File: src/hw/ooo_exec_pkg.sv
// shared definitions for the execute stage
// operation codes, tag and data widths, issue and bus packets,
// and the operation-class helper used by dispatch

package ooo_exec_pkg;

  // reorder-buffer tag width
  localparam int rob_tag_w = 4;

  // operand and result width
  localparam int xlen = 32;

  // operation codes, 4 bits wide
  typedef enum logic [3:0] {
    op_add  = 4'd0,
    op_sub  = 4'd1,
    op_and  = 4'd2,
    op_or   = 4'd3,
    op_xor  = 4'd4,
    op_slt  = 4'd5,
    op_sltu = 4'd6,
    op_sll  = 4'd7,
    op_srl  = 4'd8,
    op_sra  = 4'd9
  } alu_op_t;

  // packet from the reservation stations, 72 bits
  typedef struct packed {
    alu_op_t              op;
    logic [xlen-1:0]      a;
    logic [xlen-1:0]      b;
    logic [rob_tag_w-1:0] tag;
  } issue_packet_t;

  // packet on the common data bus, 36 bits
  typedef struct packed {
    logic [rob_tag_w-1:0] tag;
    logic [xlen-1:0]      result;
  } cdb_packet_t;

  // shift ops go to the iterative shifter, everything else to the alu
  function automatic logic is_shift_op(alu_op_t op);
    logic shift_class;
    case (op)
      op_sll,
      op_srl,
      op_sra:  shift_class = 1'b1;
      default: shift_class = 1'b0;
    endcase
    return shift_class;
  endfunction

endpackage

File: src/hw/shift_unit.sv
// iterative shift functional unit
// shift_unit wraps a datapath holding operand and count,
// and a control FSM stepping one bit per clock

module shift_unit import ooo_exec_pkg::*; (
  input  logic          clk,
  input  logic          reset,
  input  logic          valid_in,
  input  issue_packet_t issue,
  input  logic          yumi,
  output logic          ready,
  output logic          valid_out,
  output cdb_packet_t   out
);

  logic                 load;
  logic                 step;
  logic [4:0]           count;
  logic [xlen-1:0]      value;
  logic [rob_tag_w-1:0] tag_q;
  alu_op_t              op_q;

  // tag and op held for the whole shift
  always_ff @(posedge clk) begin
    if (load) begin
      tag_q <= issue.tag;
      op_q  <= issue.op;
    end
  end

  shift_datapath datapath_i (
    .clk     (clk),
    .load    (load),
    .step    (step),
    .op      (op_q),
    .operand (issue.a),
    .amount  (issue.b[4:0]),
    .count   (count),
    .value   (value)
  );

  shift_control control_i (
    .clk       (clk),
    .reset     (reset),
    .valid_in  (valid_in),
    .yumi      (yumi),
    .count     (count),
    .load      (load),
    .step      (step),
    .ready     (ready),
    .valid_out (valid_out)
  );

  assign out.tag    = tag_q;
  assign out.result = value;

endmodule

module shift_datapath import ooo_exec_pkg::*; (
  input  logic        clk,
  input  logic        load,
  input  logic        step,
  input  alu_op_t     op,
  input  logic [31:0] operand,
  input  logic [4:0]  amount,
  output logic [4:0]  count,
  output logic [31:0] value
);

  always_ff @(posedge clk) begin
    if (load) begin
      value <= operand;
      count <= amount;
    end else if (step) begin
      case (op)
        op_sll:  value <= {value[30:0], 1'b0};
        // sign fill
        op_sra:  value <= {value[31], value[31:1]};
        default: value <= {1'b0, value[31:1]};
      endcase
      count <= count - 5'd1;
    end
  end

endmodule

module shift_control (
  input  logic       clk,
  input  logic       reset,
  input  logic       valid_in,
  input  logic       yumi,
  input  logic [4:0] count,
  output logic       load,
  output logic       step,
  output logic       ready,
  output logic       valid_out
);

  typedef enum logic [1:0] {s_idle, s_shift, s_done} state_t;

  state_t state;
  state_t state_next;

  always_ff @(posedge clk) begin
    if (reset) begin
      state <= s_idle;
    end else begin
      state <= state_next;
    end
  end

  always_comb begin
    state_next = state;
    case (state)
      s_idle:  if (valid_in) state_next = s_shift;
      // zero count means the operand is final
      s_shift: if (count == 5'd0) state_next = s_done;
      s_done:  if (yumi) state_next = s_idle;
      default: state_next = s_idle;
    endcase
  end

  // valid_in is already gated by ready in dispatch
  assign load      = valid_in;
  assign step      = (state == s_shift) && (count != 5'd0);
  assign ready     = (state == s_idle);
  assign valid_out = (state == s_done);

endmodule

File: src/hw/alu_unit.sv
// single-cycle arithmetic/logic functional unit
// result and tag held in a register until the bus takes them

module alu_unit import ooo_exec_pkg::*; (
  input  logic          clk,
  input  logic          reset,
  input  logic          valid_in,
  input  issue_packet_t issue,
  input  logic          yumi,
  output logic          ready,
  output logic          valid_out,
  output cdb_packet_t   out
);

  logic [xlen-1:0] result;

  always_comb begin
    case (issue.op)
      op_add:  result = issue.a + issue.b;
      op_sub:  result = issue.a - issue.b;
      op_and:  result = issue.a & issue.b;
      op_or:   result = issue.a | issue.b;
      op_xor:  result = issue.a ^ issue.b;
      op_slt: begin
        result = {{(xlen-1){1'b0}}, ($signed(issue.a) < $signed(issue.b))};
      end
      op_sltu: begin
        result = {{(xlen-1){1'b0}}, (issue.a < issue.b)};
      end
      // shift ops never reach this unit
      default: result = '0;
    endcase
  end

  // result register
  always_ff @(posedge clk) begin
    if (valid_in) begin
      out.tag    <= issue.tag;
      out.result <= result;
    end
  end

  // valid flag
  always_ff @(posedge clk) begin
    if (reset) begin
      valid_out <= 1'b0;
    end else if (valid_in) begin
      valid_out <= 1'b1;
    end else if (yumi) begin
      valid_out <= 1'b0;
    end
  end

  // free again in the cycle the bus takes the result
  assign ready = !valid_out || yumi;

endmodule

File: src/hw/fu_dispatch.sv
// issue dispatch between the alu and the shift unit
// classifies the op, steers the strobe and returns ready

module fu_dispatch import ooo_exec_pkg::*; (
  input  logic          issue_valid,
  input  issue_packet_t issue,
  input  logic          alu_ready,
  input  logic          shift_ready,
  output logic          issue_ready,
  output logic          alu_valid_in,
  output logic          shift_valid_in
);

  logic to_shift;
  logic to_alu;
  logic accept;

  // op class picks the unit
  assign to_shift = is_shift_op(issue.op);
  assign to_alu   = !to_shift;

  // back-pressure from the selected unit only
  assign issue_ready = to_shift ? shift_ready : alu_ready;

  assign accept = issue_valid && issue_ready;

  // strobe reaches the selected unit only
  assign alu_valid_in   = accept && to_alu;
  assign shift_valid_in = accept && to_shift;

endmodule

File: src/hw/cdb_arbiter.sv
// common data bus arbiter
// two-way round-robin grant with a last-winner register,
// yumi pulses back to the units and the bus mux

module cdb_arbiter import ooo_exec_pkg::*; (
  input  logic        clk,
  input  logic        reset,
  input  logic        alu_valid,
  input  logic        shift_valid,
  input  cdb_packet_t alu_out,
  input  cdb_packet_t shift_out,
  output logic        alu_yumi,
  output logic        shift_yumi,
  output logic        cdb_valid,
  output cdb_packet_t cdb
);

  logic last_was_shift;
  logic grant_alu;
  logic grant_shift;
  logic contend;

  assign contend = alu_valid && shift_valid;

  // on contention the unit that did not win last time goes first
  always_comb begin
    grant_alu   = 1'b0;
    grant_shift = 1'b0;
    if (contend) begin
      if (last_was_shift) begin
        grant_alu = 1'b1;
      end else begin
        grant_shift = 1'b1;
      end
    end else begin
      grant_alu   = alu_valid;
      grant_shift = shift_valid;
    end
  end

  // last winner, alu goes first after reset
  always_ff @(posedge clk) begin
    if (reset) begin
      last_was_shift <= 1'b1;
    end else if (grant_alu || grant_shift) begin
      last_was_shift <= grant_shift;
    end
  end

  assign alu_yumi   = grant_alu;
  assign shift_yumi = grant_shift;

  // the bus always takes the granted result
  assign cdb_valid = alu_valid || shift_valid;
  assign cdb       = grant_shift ? shift_out : alu_out;

endmodule

File: src/hw/exec_stage.sv
// execute stage top level
// dispatch, alu, iterative shifter and the bus arbiter

module exec_stage import ooo_exec_pkg::*; (
  input  logic          clk,
  input  logic          reset,
  input  logic          issue_valid,
  input  issue_packet_t issue,
  output logic          issue_ready,
  output logic          cdb_valid,
  output cdb_packet_t   cdb
);

  logic        alu_valid_in;
  logic        alu_ready;
  logic        alu_valid_out;
  logic        alu_yumi;
  cdb_packet_t alu_out;

  logic        shift_valid_in;
  logic        shift_ready;
  logic        shift_valid_out;
  logic        shift_yumi;
  cdb_packet_t shift_out;

  fu_dispatch dispatch_i (
    .issue_valid    (issue_valid),
    .issue          (issue),
    .alu_ready      (alu_ready),
    .shift_ready    (shift_ready),
    .issue_ready    (issue_ready),
    .alu_valid_in   (alu_valid_in),
    .shift_valid_in (shift_valid_in)
  );

  alu_unit alu_i (
    .clk       (clk),
    .reset     (reset),
    .valid_in  (alu_valid_in),
    .issue     (issue),
    .yumi      (alu_yumi),
    .ready     (alu_ready),
    .valid_out (alu_valid_out),
    .out       (alu_out)
  );

  shift_unit shift_i (
    .clk       (clk),
    .reset     (reset),
    .valid_in  (shift_valid_in),
    .issue     (issue),
    .yumi      (shift_yumi),
    .ready     (shift_ready),
    .valid_out (shift_valid_out),
    .out       (shift_out)
  );

  cdb_arbiter arbiter_i (
    .clk         (clk),
    .reset       (reset),
    .alu_valid   (alu_valid_out),
    .shift_valid (shift_valid_out),
    .alu_out     (alu_out),
    .shift_out   (shift_out),
    .alu_yumi    (alu_yumi),
    .shift_yumi  (shift_yumi),
    .cdb_valid   (cdb_valid),
    .cdb         (cdb)
  );

endmodule

File: config.mk
export PLATFORM = sky130hd
export DESIGN_NAME = exec_stage
export DESIGN_NICKNAME = d
export VERILOG_FILES = /design/src/hw/ooo_exec_pkg.sv /design/src/hw/shift_unit.sv /design/src/hw/alu_unit.sv /design/src/hw/fu_dispatch.sv /design/src/hw/cdb_arbiter.sv /design/src/hw/exec_stage.sv
export SDC_FILE = /design/constraint.sdc
export NUM_CORES = 1
export LEC_CHECK = 0
export BUFFER_PORTS_ARGS = -buffer_cell sky130_fd_sc_hd__buf_2
export CORE_MARGIN = 2
export CORE_UTILIZATION = 57
export CTS_CLUSTER_DIAMETER = 80
export DETAILED_ROUTE_END_ITERATION = 8
export HOLD_SLACK_MARGIN = 0.12
export PLACE_DENSITY = 0.79
export SLEW_MARGIN = 20
export SYNTH_ARGS = -nofsm -noshare
export SYNTH_HDL_FRONTEND = slang
export SYNTH_HIERARCHICAL = 1
export SYNTH_SLANG_ARGS = --single-unit
File: constraint.sdc
create_clock -name clk -period 4.7 [get_ports clk]
set_input_delay 0.705 -clock clk [delete_from_list [all_inputs] [get_ports clk]]
set_output_delay 0.705 -clock clk [all_outputs]
set_load 0.02 [all_outputs]
==> reports/summary.txt, run 1 <==
SETUP PATH
--------------------------------------------------------------------------------------
End of the worst register-to-register path                                alu_i/out[34]$_DFFE_PP_
Startpoint type of the worst setup path                                      input pin
Cells traversed along the worst timing path                               buf_2 -> ha_1 -> inv_1 -> fa_1 -> nand2b_1 -> a21oi_1 -> o2111ai_1 -> nand3_1 -> o22ai_2 -> o41ai_1 -> a311oi_2 -> xnor2_1 -> o221ai_1
Critical path's slowest cell                                                   o41ai_1
Worst reg-to-reg path cell count                                                     6
Critical setup path kind                                                  input pin to flip-flop
Worst path top cell family by delay                                       compound AO/OA/AOI/OAI gates
Critical path required time                                                    4.80 ns
Kind of end point of the critical path                                       flip-flop
Startpoint of the worst-slack reg-to-reg timing path                      shift_i/control_i/state[1]$_SDFFE_PP0P_
Arrival time worst endpoint                                                    3.55 ns
Worst path buffer plus inverter count                                                2
Largest stage delay, worst path                                                0.49 ns
Worst-path fanout max                                                                4
R2R setup slack                                                                2.41 ns

LAYOUT
--------------------------------------------------------------------------------------
Total area of multi-input combinational cells                                 5848 µm²
Fraction of layout cells with a size suffix above 1                             19.42%
# fillers                                                                        1,383
Final cell count without fillers                                                 1,328
Final nets                                                                       1,288
Highest-count cells in the layout ignoring fill and taps                  buf_2, ha_1, inv_1
Layout Area Growth over Synthesis                                               10.11%
Final antenna diode count                                                            0
Leading cell type in the layout, fill and taps excluded                          buf_2
Final instance area                                                           9977 µm²
Sequential Area                                                               2512 µm²
Final core utilization                                                          63.50%

JOB
--------------------------------------------------------------------------------------
Max cap viols                                                                        0

PLACE
--------------------------------------------------------------------------------------
Placed standard-cell area                                                     9646 µm²
I/O Buffers                                                                        112
Placer Congestion                                                               0.9998
Cell count after placement                                                       1,312
Detailed placement HPWL                                                      17,530 µm

YOSYS
--------------------------------------------------------------------------------------
Post-synth EDFFs                                                                    81
Library cells used by synthesis                                                     82
Total of flip-flops plus latches after synthesis                                    85
Share of flip-flops with an asynchronous set or reset                               0%
Netlist Area Pre-Place                                                        9061 µm²
Primary FF master, synth                                                      edfxtp_1
Number of nets produced by synthesis                                             1,216
Average cell area after synthesis                                            8.755 µm²
Number of instances in the synthesized netlist                                   1,035
Register area share after synthesis                                             27.73%
Yosys Warn Count                                                                     6

ROUTING
--------------------------------------------------------------------------------------
Total detailed-routing wirelength                                            24,140 µm
Iter 0 DRT Violations                                                              869
Initial DRT Pass Iterations                                                          5
Post-route antenna net violation count                                               0
Wire length per cell after detailed routing                                   18.18 µm
Detailed-route via count                                                         8,129
Via density per instance                                                         6.121
Detailed-route DRC error count                                                       0

MIN PATH
--------------------------------------------------------------------------------------
Hold/Removal Path Class                                                   flip-flop to flip-flop
Number of stages on the worst hold path                                              1
Worst hold path startpoint                                                shift_i/control_i/state[1]$_SDFFE_PP0P_
Hold worst-path end                                                       shift_i/control_i/state[0]$_SDFFE_PP0P_

FLOORPLAN
--------------------------------------------------------------------------------------
Horiz. Die Dim                                                                130.1 µm
Area of the die                                                             16,920 µm²
Core Rows                                                                           46
Core area                                                                   15,710 µm²
Top-Level Pins                                                                     113
Height of the die                                                             130.1 µm
Initial Util                                                                    57.67%

GLOBAL ROUTING
--------------------------------------------------------------------------------------
Initial antenna violation count                                                      0
Maximum number of pins on one net before global-route repair                        84
Number of global-route vias before repair                                        7,554
Global-route usage over all layers                                              28.77%
Wire length of the first global-routing pass                                 38,590 µm
Aggregate global routing overflow                                                    0

STA
--------------------------------------------------------------------------------------
Number of pins with negative max-slew slack in the final report                      0
Post-route minimum period                                                     3.456 ns
Final hold violations                                                                0
Slew @ Worst Pin                                                             0.9891 ns
# setup viols final                                                                  0
Worst Skew                                                                  0.01038 ns
Final worst-path cycle share                                                    73.53%
Relative slew slack                                                             34.06%
RSZ-0062 raised after global routing                                             false
Accumulated negative setup slack                                                  0 ns
Fmax achieved                                                                289.4 MHz

PWR
--------------------------------------------------------------------------------------
Maximum vdd drop                                                             0.1710 mV
Pwr Total                                                                   0.002522 W
Leakage power                                                                 4.466 nW
Ratio of total power to cell area                                         252.8 nW/µm²

CLOCK TREE
--------------------------------------------------------------------------------------
Total clock buffers created by CTS                                                   9
Clk root buf                                                                 clkbuf_16
Clock slew at the register clock pins of the worst setup and hold paths        0.07 ns
CTS HTree Levels                                                                     3
Longest Clk Path Bufs                                                                2
# Post-CTS Setup Buffers                                                             0
Number of clock sinks                                                               85
Post-cts gate resize count                                                           0
Clock latency of the later-clocked register in the worst-skew pair             0.36 ns
CTS tree                                                                         built
Count of hold buffers inserted by post-cts repair                                    0

OUTCOME
--------------------------------------------------------------------------------------
Outcome                                                                   finished, final reports clean

## logic make-up (layout without fill, tap and decap cells)
group / after synthesis / in the layout / share of synthesized area, %
and+or+nand+nor: 272 / 272 / 14.61
adders and majority gates: 106 / 106 / 14.80
xor gates and xnor gates: 18 / 18 / 1.740
AOI/OAI and AO/OA: 317 / 317 / 23.05
DFF: 85 / 85 / 27.73
buffers and inverters: 162 / 239 / 8.023
muxes: 75 / 75 / 10.05
## worst max path at each step
stage               from  cells after the start                      end
4_1_cts         issue[4]                     13  alu_i/out[28]$_DFFE_PP_
3_5_place_dp    issue[4]                     13  alu_i/out[28]$_DFFE_PP_
5_1_grt        issue[42]                     12  alu_i/out[31]$_DFFE_PP_
3_3_place_gp   issue[54]                     12  alu_i/out[31]$_DFFE_PP_
6_report        issue[4]                     13  alu_i/out[28]$_DFFE_PP_
2_1_floorplan  issue[10]                     12  alu_i/out[31]$_DFFE_PP_
## state kept, by name (all words and copies together) (netlist names)
signal,cells
alu_i/valid_out,1
alu_i/out,36
shift_i/control_i/state,2
shift_i/datapath_i/value,32
arbiter_i/last_was_shift,1
shift_i/datapath_i/count,5
shift_i/op_q,4
shift_i/tag_q,4
## cells in the mapped netlist, types with 14 or more instances
cell        n  share of area, %
a21oi_1    88               4.9
buf_2      14              0.77
clkbuf_1   32               1.3
edfxtp_1   81                27
ha_1      104                14
inv_1      97               4.0
mux2_4     29               4.8
mux2i_1    34               3.8
nand2_1    79               3.3
nand2b_1   17               1.2
nor2_1     79               3.3
nor3_1     19               1.0
o21ai_0    79               4.4
xnor2_1    16               1.5
## stage by stage
| step | hold slack, ns | setup WS, ns |
|---|---|---|
| finish | 0.5298 | 1.244 |
| global route | 0.5410 | 0.9775 |
| CTS | 0.5253 | 1.325 |
| detailed placement | 0.5137 | 0.9718 |
| global placement | 0.4979 | 0.9812 |
| floorplan | 0.4563 | 1.589 |
## cell type report
class	instances	share of cell area, %
Timing Repair Buffer	122	6.371
Clock inverter	6	0.9280
Sequential cell	85	25.18
Multi-Input combinational cell	788	58.62
Tap cell	216	2.709
Inverter	101	3.800
Clock buffer	10	2.395
## metal layers
metal	global-route usage, %	part of all wire (%)	vias up
met3	3.608	6.5	34
met4	8.729	1.7	0
li1	-	-	3890
met1	39.13	44	3867
met5	0	0	-
met2	48.11	47	338
## power by group
part / switching (W) / internal, W
clock network: 0.000333 / 0.000484
logic: 0.000478 / 0.000297
registers: 0.0000289 / 0.000900
No activity file was read; power rests on OpenSTA's default activity.
==> run 2: changes to the inputs <==
==> constraint.sdc (replaced) <==
create_clock -name clk -period 3.2 [get_ports clk]
set_input_delay 0.48 -clock clk [delete_from_list [all_inputs] [get_ports clk]]
set_output_delay 0.48 -clock clk [all_outputs]
set_load 0.02 [all_outputs]
==> reports/summary.txt, run 2 (same netlist as run 1, synthesis figures left out) <==
PLACE
--------------------------------------------------------------------------------------
Detailed placement HPWL                                                      18,660 µm
Cell count after placement                                                       1,372
Placer Congestion                                                               0.9501
Setup slack after placement                                                 -0.1171 ns
I/O Buffers                                                                        112

LAYOUT
--------------------------------------------------------------------------------------
Number of flip-flops in the largest register                                        36
Leading cell type in the layout, fill and taps excluded                          buf_2
Layout Area Growth over Synthesis                                               15.53%
Leading registers by flop count                                           alu_i/out: 36 flops, shift_i/datapath_i/value: 32 flops, shift_i/datapath_i/count: 5 flops
Final antenna diode count                                                            0
Highest-count cells in the layout ignoring fill and taps                  buf_2, ha_1, inv_1
Final cell count without fillers                                                 1,388
Final nets                                                                       1,348
Register containing the most flip-flops in the final layout                  alu_i/out
Fraction of layout cells with a size suffix above 1                             23.72%

ROUTING
--------------------------------------------------------------------------------------
Detailed-route via count                                                         8,359
Iter 0 DRT Violations                                                              808
Via density per instance                                                         6.022
Wire length per cell after detailed routing                                   18.10 µm
Total detailed-routing wirelength                                            25,120 µm
Detailed-route DRC error count                                                       0
Post-route antenna net violation count                                               0
Initial DRT Pass Iterations                                                          6

PWR
--------------------------------------------------------------------------------------
Leakage power                                                                 4.769 nW
Ratio of total power to cell area                                         361.9 nW/µm²
Maximum vdd drop                                                             0.2737 mV

CLOCK TREE
--------------------------------------------------------------------------------------
CTS HTree Levels                                                                     3
Total clock buffers created by CTS                                                   9
CTS tree                                                                         built
Clock slew at the register clock pins of the worst setup and hold paths        0.07 ns
Clk root buf                                                                 clkbuf_16
Count of hold buffers inserted by post-cts repair                                    0
Clock latency of the later-clocked register in the worst-skew pair             0.36 ns
# Post-CTS Setup Buffers                                                             0
Longest Clk Path Bufs                                                                2
Post-cts gate resize count                                                           0
Number of clock sinks                                                               85

GLOBAL ROUTING
--------------------------------------------------------------------------------------
Wire length of the first global-routing pass                                 39,740 µm
Number of global-route vias before repair                                        7,999
Global-route usage over all layers                                              29.61%
Aggregate global routing overflow                                                    0
Initial antenna violation count                                                      0
Maximum number of pins on one net before global-route repair                        39

STA
--------------------------------------------------------------------------------------
# setup viols final                                                                  0
Final hold violations                                                                0
Post-route minimum period                                                     3.061 ns
Fmax achieved                                                                326.7 MHz
Number of pins with negative max-slew slack in the final report                      0
RSZ-0062 raised after global routing                                             false
Setup ws final                                                               0.1388 ns
Slew @ Worst Pin                                                             0.8683 ns
Final worst-path cycle share                                                    95.66%
Relative slew slack                                                             42.02%
Worst Skew                                                                  0.01039 ns

SETUP PATH
--------------------------------------------------------------------------------------
Startpoint type of the worst setup path                                      input pin
Critical setup path kind                                                  input pin to flip-flop
Critical path required time                                                    3.29 ns
Arrival time worst endpoint                                                    3.16 ns
Kind of end point of the critical path                                       flip-flop
Worst-path fanout max                                                                7

FLOORPLAN
--------------------------------------------------------------------------------------
Height of the die                                                             130.1 µm
Core Rows                                                                           46
Initial Util                                                                    57.67%
Horiz. Die Dim                                                                130.1 µm
Core area                                                                   15,710 µm²
Area of the die                                                             16,920 µm²
Top-Level Pins                                                                     113

JOB
--------------------------------------------------------------------------------------
Max cap viols                                                                        0

OUTCOME
--------------------------------------------------------------------------------------
Outcome                                                                   finished, final reports clean

MIN PATH
--------------------------------------------------------------------------------------
Hold/Removal Path Class                                                   input pin to flip-flop

-- run 2: through the flow --
stage	utilization, %	total power, W	hold WS (ns)	cell area, µm²	setup TNS [ns]
after floorplan	-	0.002179	0.4563	9061	0
after global placement	64.49	0.002582	0.4921	10130	-0.1469
after detailed placement	64.49	0.002601	0.5085	10130	-0.4926
after CTS	66.55	0.003777	0.3063	10460	0
after global routing	66.63	0.003956	0.3142	10470	0
final	66.63	0.003788	0.3131	10470	0
-- run 2: final cells by class --
class	count	area (µm²)
clock buffers	9	225.2
clock inverters	7	97.59
fillers	1294	5244
inverters	101	379.1
multi-input cells	788	5861
flip-flops and latches	85	2512
well taps	216	270.3
repair buffers	182	1124
-- run 2: layer usage --
metal  up-vias  global-route usage (%)  part of all wire [%]
met5         -                       0                     0
li1       3998                       -                     -
met2       353                   49.18                    47
met4         0                   11.13                   2.2
met1      3962                   40.06                    44
met3        46                   3.075                   6.2
-- run 2: worst paths after layout --
| kind | start | to | slack [ns] | depth (start not counted) |
|---|---|---|---|---|
| worst min register to register | shift_i/control_i/state[1]$_SDFFE_PP0P_ | shift_i/control_i/state[0]$_SDFFE_PP0P_ | 0.51 | 1 |
| worst max register to register | shift_i/control_i/state[1]$_SDFFE_PP0P_ | alu_i/out[20]$_DFFE_PP_ | 1.21 | 6 |
| worst min-delay path | issue[3] | shift_i/tag_q[3]$_DFFE_PP_ | 0.31 | 1 |
| worst max-delay path | issue[6] | alu_i/out[27]$_DFFE_PP_ | 0.14 | 12 |
-- run 2: report_power, final --
| part | switching (W) | leakage (nW) | internal, W |
|---|---|---|---|
| clock | 0.000494 | 0.152 | 0.000689 |
| combinational | 0.000727 | 3.81 | 0.000514 |
| sequential | 0.0000430 | 0.804 | 0.00132 |
-- run 2: critical path, cell delays in order --
cell and delay (ns):
buf_2 0.11, inv_1 0.06, ha_1 0.40, nor3_1 0.12, o31ai_2 0.29, a21oi_1 0.18
o31ai_2 0.40, o221ai_2 0.20, a311oi_2 0.39, a21oi_1 0.15, mux2i_1 0.28, nand2_1 0.10
